===== src/hw/inq_pkg.sv =====
/*
 * Shared sizes, request opcodes and bus structs for the inbound packet queue.
 * Every RTL block pulls these in with a wildcard import in its module header.
 */

`default_nettype none

package inq_pkg;

   ////////////////////////////////////////
   // sizes
   ////////////////////////////////////////

   localparam int unsigned inq_entries = 32;
   localparam int unsigned inq_adr_w   = 5;
   localparam int unsigned inq_data_w  = 108;
   localparam int unsigned inq_lanes   = 4;
   // one bit wider than the address so a full queue fits
   localparam int unsigned inq_cnt_w   = 6;

   ////////////////////////////////////////
   // opcodes
   ////////////////////////////////////////

   typedef enum logic [1:0] {
      wr_idle  = 2'd0,
      wr_merge = 2'd1,
      wr_push  = 2'd2
   } wr_op_e;

   // dequeue is the stronger of the two reads
   typedef enum logic [1:0] {
      rd_idle = 2'd0,
      rd_deq  = 2'd1,
      rd_peek = 2'd2
   } rd_op_e;

   ////////////////////////////////////////
   // request and response buses
   ////////////////////////////////////////

   typedef struct packed {
      wr_op_e                  op;
      logic [inq_lanes-1:0]    lanes;
      logic [inq_data_w-1:0]   data;
   } wr_req_t;

   typedef struct packed {
      rd_op_e                  op;
      logic [inq_adr_w-1:0]    offset;
   } rd_req_t;

   // register file write port, lanes are bit i mod 4
   typedef struct packed {
      logic                    en;
      logic [inq_adr_w-1:0]    adr;
      logic [inq_lanes-1:0]    lanes;
      logic [inq_data_w-1:0]   data;
   } rf_wr_t;

   typedef struct packed {
      logic                    valid;
      logic [inq_data_w-1:0]   data;
   } rd_resp_t;

endpackage

`default_nettype wire


===== src/hw/inq_rf.sv =====
/*
 * 32 x 108 register file with one read and one write port.
 * Inputs are captured into d1 flops; the array write lands one edge later,
 * merged lane by lane, where lane n owns every bit i with i mod 4 == n.
 */

`timescale 1ns/1ns
`default_nettype none

module inq_rf
   import inq_pkg::*;
(
   input  wire logic                  rclk,
   input  wire logic                  reset_l,
   input  wire rf_wr_t                rf_wr,
   input  wire logic                  rd_en,
   input  wire logic [inq_adr_w-1:0]  rd_adr_head,
   input  wire logic [inq_adr_w-1:0]  rd_adr_peek,
   input  wire logic                  sel_head,
   output logic [inq_data_w-1:0]      rf_dout
);

   // captured write request
   logic                   wr_en_d1;
   logic [inq_adr_w-1:0]   wr_adr_d1;
   logic [inq_lanes-1:0]   wr_lanes_d1;
   logic [inq_data_w-1:0]  wr_data_d1;

   // captured read request
   logic                   ren_d1;
   logic [inq_adr_w-1:0]   rdptr_d1;

   // per-bit write enable built from the lane enables
   logic [inq_data_w-1:0]  bit_en;

   // storage
   logic [inq_data_w-1:0]  inq_ary [inq_entries];

   ////////////////////////////////////////
   // input capture
   ////////////////////////////////////////

   // enables are cleared by reset
   always_ff @(posedge rclk) begin
      if (reset_l) begin
         wr_en_d1 <= 1'b0;
         ren_d1   <= 1'b0;
      end else begin
         wr_en_d1 <= rf_wr.en;
         ren_d1   <= rd_en;
      end
   end

   // addresses and data just follow the inputs
   always_ff @(posedge rclk) begin
      wr_adr_d1   <= rf_wr.adr;
      wr_lanes_d1 <= rf_wr.lanes;
      wr_data_d1  <= rf_wr.data;
      // head address for a dequeue, offset address for a peek
      rdptr_d1    <= sel_head ? rd_adr_head : rd_adr_peek;
   end

   ////////////////////////////////////////
   // lane expansion
   ////////////////////////////////////////

   // interleaved lanes, so bit 0,4,8.. follow lane 0 and so on
   always_comb begin
      for (int i = 0; i < inq_data_w; i++) begin
         bit_en[i] = wr_lanes_d1[i % inq_lanes];
      end
   end

   ////////////////////////////////////////
   // write
   ////////////////////////////////////////

   // bits outside the enabled lanes keep their old value
   always_ff @(posedge rclk) begin
      if (!reset_l && wr_en_d1) begin
         inq_ary[wr_adr_d1] <= (inq_ary[wr_adr_d1] & ~bit_en) |
                               (wr_data_d1 & bit_en);
      end
   end

   ////////////////////////////////////////
   // read
   ////////////////////////////////////////

   // the array still holds the old entry here, so a read that was
   // captured together with a write to the same entry sees old data
   always_comb begin
      if (reset_l) begin
         rf_dout = '0;
      end else if (ren_d1) begin
         rf_dout = inq_ary[rdptr_d1];
      end else begin
         rf_dout = '0;
      end
   end

endmodule

`default_nettype wire


===== src/hw/inq_wr_ctl.sv =====
/*
 * Write side of the queue. Decodes merge and push against full,
 * owns the tail pointer, and flags writes that arrive while full.
 */

`timescale 1ns/1ns
`default_nettype none

module inq_wr_ctl
   import inq_pkg::*;
(
   input  wire logic     rclk,
   input  wire logic     reset_l,
   input  wire wr_req_t  wr_req,
   input  wire logic     full,
   output rf_wr_t        rf_wr,
   output logic          push_done,
   output logic          overflow
);

   // entry currently being built by merges
   logic [inq_adr_w-1:0] tail;

   // merge or push present on the bus
   logic                 wr_op_act;
   logic                 wr_acc;

   ////////////////////////////////////////
   // decode
   ////////////////////////////////////////

   assign wr_op_act = (wr_req.op == wr_merge) || (wr_req.op == wr_push);

   // nothing is written once the queue is full
   assign wr_acc    = wr_op_act && !full;

   // a push closes the tail entry and hands it to the read side
   assign push_done = wr_acc && (wr_req.op == wr_push);

   ////////////////////////////////////////
   // register file write
   ////////////////////////////////////////

   // merge and push both write the tail entry with the given lanes,
   // the push write is the last one that entry gets
   always_comb begin
      rf_wr.en    = wr_acc;
      rf_wr.adr   = tail;
      rf_wr.lanes = wr_req.lanes;
      rf_wr.data  = wr_req.data;
   end

   ////////////////////////////////////////
   // tail pointer and overflow
   ////////////////////////////////////////

   // wraps at 32 through the 5 bit width
   always_ff @(posedge rclk) begin
      if (reset_l) begin
         tail <= '0;
      end else if (push_done) begin
         tail <= tail + 1'b1;
      end
   end

   // sticky until the next reset
   always_ff @(posedge rclk) begin
      if (reset_l) begin
         overflow <= 1'b0;
      end else if (wr_op_act && full) begin
         overflow <= 1'b1;
      end
   end

endmodule

`default_nettype wire


===== src/hw/inq_rd_ctl.sv =====
/*
 * Read side of the queue. Holds the head pointer and occupancy count,
 * checks dequeue and peek requests, steers the register file read
 * address and registers the read response one edge after the array read.
 */

`timescale 1ns/1ns
`default_nettype none

module inq_rd_ctl
   import inq_pkg::*;
(
   input  wire logic                   rclk,
   input  wire logic                   reset_l,
   input  wire rd_req_t                rd_req,
   input  wire logic                   push_done,
   input  wire logic [inq_data_w-1:0]  rf_dout,
   output logic                        full,
   output logic                        empty,
   output logic [inq_cnt_w-1:0]        count,
   output logic                        rd_en,
   output logic [inq_adr_w-1:0]        rd_adr_head,
   output logic [inq_adr_w-1:0]        rd_adr_peek,
   output logic                        sel_head,
   output rd_resp_t                    rd_resp
);

   logic [inq_adr_w-1:0]  head;
   logic                  deq_acc;
   logic                  peek_acc;

   // read in the register file capture stage
   logic                  rd_vld_d1;

   // response flops
   logic                  resp_vld;
   logic [inq_data_w-1:0] resp_data;

   ////////////////////////////////////////
   // status
   ////////////////////////////////////////

   assign empty = (count == '0);
   assign full  = (count == inq_cnt_w'(inq_entries));

   ////////////////////////////////////////
   // request decode
   ////////////////////////////////////////

   assign deq_acc  = (rd_req.op == rd_deq) && !empty;
   // offset must point at a pushed entry
   assign peek_acc = (rd_req.op == rd_peek) && ({1'b0, rd_req.offset} < count);

   assign rd_en       = deq_acc || peek_acc;
   assign sel_head    = (rd_req.op == rd_deq);
   assign rd_adr_head = head;
   // wraps mod 32 through the address width
   assign rd_adr_peek = head + rd_req.offset;

   ////////////////////////////////////////
   // head pointer and count
   ////////////////////////////////////////

   always_ff @(posedge rclk) begin
      if (reset_l) begin
         head <= '0;
      end else if (deq_acc) begin
         head <= head + 1'b1;
      end
   end

   // push and dequeue together leave the count where it was
   always_ff @(posedge rclk) begin
      if (reset_l) begin
         count <= '0;
      end else begin
         case ({push_done, deq_acc})
            2'b10:   count <= count + 1'b1;
            2'b01:   count <= count - 1'b1;
            default: count <= count;
         endcase
      end
   end

   ////////////////////////////////////////
   // response
   ////////////////////////////////////////

   // valid follows the read through the capture stage of the array
   always_ff @(posedge rclk) begin
      if (reset_l) begin
         rd_vld_d1 <= 1'b0;
         resp_vld  <= 1'b0;
      end else begin
         rd_vld_d1 <= rd_en;
         resp_vld  <= rd_vld_d1;
      end
   end

   always_ff @(posedge rclk) begin
      resp_data <= rf_dout;
   end

   assign rd_resp.valid = resp_vld;
   assign rd_resp.data  = resp_data;

endmodule

`default_nettype wire


===== src/hw/inq_top.sv =====
/*
 * Inbound packet queue top level. Write control builds and pushes
 * tail entries, read control dequeues and peeks, both around one
 * 32 x 108 register file.
 */

`timescale 1ns/1ns
`default_nettype none

module inq_top
   import inq_pkg::*;
(
   input  wire logic              rclk,
   input  wire logic              reset_l,
   input  wire wr_req_t           wr_req,
   input  wire rd_req_t           rd_req,
   output rd_resp_t               rd_resp,
   output logic [inq_cnt_w-1:0]   count,
   output logic                   empty,
   output logic                   full,
   output logic                   overflow
);

   // write side to register file
   rf_wr_t                 rf_wr;
   logic                   push_done;

   // read side to register file
   logic                   rd_en;
   logic [inq_adr_w-1:0]   rd_adr_head;
   logic [inq_adr_w-1:0]   rd_adr_peek;
   logic                   sel_head;
   logic [inq_data_w-1:0]  rf_dout;

   inq_wr_ctl i_wr_ctl (
      .rclk      (rclk),
      .reset_l   (reset_l),
      .wr_req    (wr_req),
      .full      (full),
      .rf_wr     (rf_wr),
      .push_done (push_done),
      .overflow  (overflow)
   );

   inq_rd_ctl i_rd_ctl (
      .rclk        (rclk),
      .reset_l     (reset_l),
      .rd_req      (rd_req),
      .push_done   (push_done),
      .rf_dout     (rf_dout),
      .full        (full),
      .empty       (empty),
      .count       (count),
      .rd_en       (rd_en),
      .rd_adr_head (rd_adr_head),
      .rd_adr_peek (rd_adr_peek),
      .sel_head    (sel_head),
      .rd_resp     (rd_resp)
   );

   inq_rf i_rf (
      .rclk        (rclk),
      .reset_l     (reset_l),
      .rf_wr       (rf_wr),
      .rd_en       (rd_en),
      .rd_adr_head (rd_adr_head),
      .rd_adr_peek (rd_adr_peek),
      .sel_head    (sel_head),
      .rf_dout     (rf_dout)
   );

endmodule

`default_nettype wire


===== config.mk =====
export PLATFORM = sky130hd
export DESIGN_NAME = inq_top
export DESIGN_NICKNAME = d
export VERILOG_FILES = /design/src/hw/inq_pkg.sv /design/src/hw/inq_rf.sv /design/src/hw/inq_wr_ctl.sv /design/src/hw/inq_rd_ctl.sv /design/src/hw/inq_top.sv
export SDC_FILE = /design/constraint.sdc
export NUM_CORES = 2
export LEC_CHECK = 0
export BUFFER_PORTS_ARGS = -buffer_cell sky130_fd_sc_hd__buf_2
export CORE_MARGIN = 4
export CORE_UTILIZATION = 56
export CTS_BUF_LIST = sky130_fd_sc_hd__clkbuf_2
export CTS_CLUSTER_DIAMETER = 80
export CTS_CLUSTER_SIZE = 40
export DETAILED_ROUTE_END_ITERATION = 10
export HOLD_SLACK_MARGIN = 0.15
export PLACE_DENSITY = 0.72
export SYNTH_ARGS = -nofsm -noshare
export SYNTH_HDL_FRONTEND = slang
export SYNTH_SLANG_ARGS = --single-unit
export TNS_END_PERCENT = 50

===== constraint.sdc =====
create_clock -name rclk -period 21.3 [get_ports rclk]
set_input_delay 0 -clock rclk [delete_from_list [all_inputs] [get_ports rclk]]
set_output_delay 0 -clock rclk [all_outputs]
set_load 0.02 [all_outputs]

==> results.toml <==
[worst_setup_path]
crit_required_ns = 22.95
critical_path_class = "register to register"
r2r_setup_slack_ns = 13.98
r2r_end = "i_rf.inq_ary[30][13]"
endpoint_kind = "register"
worstSetupStartpointType = "register"
r2r_start = "i_rf.wr_adr_d1[1]"
reg2regPathDepth = 11
crit_arrival_ns = 8.97
critPathMaxFanout = 133

[synthesis]
synth_seq_cells = 3706
syn_nets = 8974
synth.most_common_cell = "edfxtp_1"
synth_ff_type = "edfxtp_1"
ys_types = 67
synth_edf_count = 3456
yosys-top-cells-count = "3456 x edfxtp_1, 1277 x mux2i_1, 1189 x mux4_2"
synth-async-reset-ratio = 0
netlist_area_um2 = 165000
synthTopCellsByArea = "edfxtp_1 63%, mux4_2 16%, mux2i_1 7.8%"
yosysWarnings = 0
avgSynthCellArea_um2 = 18.6
synth_area_leader_cell = "edfxtp_1"
syn_inst = 8833
synth_top_area_frac = 0.631
ys_seq_area_frac = 0.661

[grt]
grt_pass1_vias = 101000
grt_usage = 0.355
grt_pass1_wl_um = 757000
grt_start_max_net_pins = 135
overflow = 0
antenna_found_initial = 37

[detailed_routing]
vias_per_cell = 7.48
drtPass1Iterations = 8
drc = 0
drt_iter0_drc = 17400
drt.antenna.violating_nets = 0
drt-total-wl_um = 543000
vias = 101000
drt-wirelength-per-cell_um = 40.1

[worst_hold_path]
holdPathEnd = "i_rf.wr_adr_d1[3]"
hold_path.startpoint = "i_wr_ctl.tail[3]"
min_path_cells = 0
hold_class = "register to register"

[placement]
place_area_um2 = 171000
portBuffers = 240
gp_congestion = 0.850
dp_hpwl_um = 282000

[flow_run]
maxCapViolations = 0

[sta]
finalCritPeriodShare = 0.344
max-slew-margin-rel = 0.0980
max_clock_freq_mhz = 137
worst_pin_slew_ns = 1.35
drv_slew = 0
hold_violations = 0
setup_tns_ns = 0
post-route-min-period_ns = 7.32
finalSetupViolCount = 0
rsz0062_at_grt = "false"
clock_skew_ns = 0.387

[cts]
cts_tree = "built"
clock_latency_ns = 2.18
cts_buffers = 152
cts_root_buf = "clkbuf_2"
cts_resized = 0
clockBufferDepth = 4
cts-htree-levels = 4
clkSinkCount = 3706
cts.clk_slew.worst_paths_ns = 0.64

[floorplan]
dieArea_um2 = 303000
start_util = 0.564
pin_count = 241
core_um2 = 292000
die_h_um = 550
die_w_um = 550
rows = 198

[power]
cellPowerDensity_nw_per_um2 = 70.0
vdd_drop_max_mv = 0.0764
p_seq_frac = 0.648
power_frac_clock = 0.227
p_int_uw = 9290
switchingPower_uw = 3270
swShare = 0.260
leakage_uw = 0.0541
p_comb_frac = 0.125

[finish]
fin_area_um2 = 179000
n_fill_cell = 20400
fin_nets = 9642
drive_above_1_share = 0.226
syn_to_final_growth_pct = 9.04

[run_status]
status = "completed"
-- layout by cell type, fill, tap and decap left out, types with 71 or more instances in the layout --
cell / Yosys / routed
nor4_1: 88 / 87
mux4_2: 1189 / 1189
dlygate4sd3_1: 0 / 612
dfxtp_1: 250 / 236
mux2i_1: 1277 / 1277
nor2b_1: 83 / 77
a211oi_1: 94 / 94
clkbuf_2: 0 / 168
buf_4: 91 / 325
o22ai_1: 596 / 596
buf_2: 292 / 240
nor2_1: 230 / 191
a22o_1: 71 / 71
edfxtp_1: 3456 / 3456
a221oi_1: 83 / 83
a21oi_1: 86 / 86
-- worst max-delay path by stage --
stage / start / end / cells after the start
2_1_floorplan: i_rf.wr_adr_d1[1] / i_rf.inq_ary[11][0] / 8
3_3_place_gp: i_rf.wr_adr_d1[1] / i_rf.inq_ary[20][21] / 11
3_5_place_dp: i_rf.wr_adr_d1[1] / i_rf.inq_ary[16][15] / 11
4_1_cts: i_rf.wr_adr_d1[1] / i_rf.inq_ary[30][13] / 11
5_1_grt: i_rf.wr_adr_d1[1] / i_rf.inq_ary[30][13] / 11
6_report: i_rf.wr_adr_d1[1] / i_rf.inq_ary[30][13] / 11
-- power groups by stage --
stage / Clock, µW / Combinational, µW / Sequential, µW
2_1_floorplan: 0 / 1080 / 8260
3_3_place_gp: 0 / 1430 / 8280
3_5_place_dp: 0 / 1460 / 8280
4_1_cts: 2860 / 1550 / 8140
5_1_grt: 3120 / 1650 / 8150
6_report: 2850 / 1570 / 8140
-- timing repair --
action                                  in CTS  in global routing
endpoints found under the setup margin       0                  0
endpoints found under the hold margin     3031                  0
buffers inserted                             0                  0
hold buffers                               612                  0
-- stage by stage --
| stage | total power (µW) | std cells | hold slack, ns | utilization | setup slack, ns |
|---|---|---|---|---|---|
| after floorplan | 9340 | 8833 | 0.0277 | - | 14.58 |
| after global placement | 9710 | 12600 | 0.102 | 0.585 | 14.54 |
| after detailed placement | 9730 | 12600 | 0.103 | 0.585 | 14.35 |
| after CTS | 12500 | 13500 | 0.238 | 0.615 | 14.26 |
| after global routing | 12900 | 13500 | 0.347 | 0.615 | 13.83 |
| final | 12600 | 13600 | 0.347 | 0.615 | 13.98 |
-- state kept, by name, indices dropped and copies added, names as in the netlist --
| signal | count |
|---|---|
| i_rf.inq_ary | 3456 |
| i_rd_ctl.resp_data | 108 |
| i_rf.wr_data_d1 | 108 |
| i_rd_ctl.count | 6 |
| i_rd_ctl.rd_adr_head | 5 |
| i_rf.rdptr_d1 | 5 |
| i_rf.wr_adr_d1 | 5 |
| i_wr_ctl.tail | 5 |
| i_rf.wr_lanes_d1 | 4 |
| i_rd_ctl.rd_vld_d1 | 1 |
| i_rd_ctl.resp_vld | 1 |
| i_rf.wr_en_d1 | 1 |
| i_wr_ctl.overflow | 1 |
-- cell families after synthesis --
logic type      synth area share
buf+inv                   0.0225
simple gates              0.0202
flops                      0.661
xor+xnor                0.000852
mux                        0.242
compound gates            0.0521
fa+ha+maj                0.00146
-- layer usage --
layer  GRT usage  part of all wire
met1       0.477              0.34
met2       0.539              0.45
met3      0.0965              0.15
met4       0.182             0.064
met5           0           0.00049
-- final cells by class --
class	count	area, µm²	share of cell area
tap	3900	4880	0.0272
sequential	3706	109000	0.607
clock inverter	109	1720	0.00958
clock buffer	168	841	0.00469
inverter	72	274	0.00153
timing repair buffer	1194	10100	0.0563
multi-input combinational	4375	52700	0.294
antenna	26	65.1	0.000363
-- worst max-delay path: stages, from the launching register on --
cell	delay, ns
dfxtp_4	0.89
buf_12	0.70
buf_4	0.75
buf_4	0.75
buf_4	0.70
buf_4	0.71
mux2i_1	0.28
o22ai_1	0.11
or4_1	0.55
a2111oi_0	0.40
a21oi_1	0.43
buf_4	0.32
(Power assumes the default switching activity.)
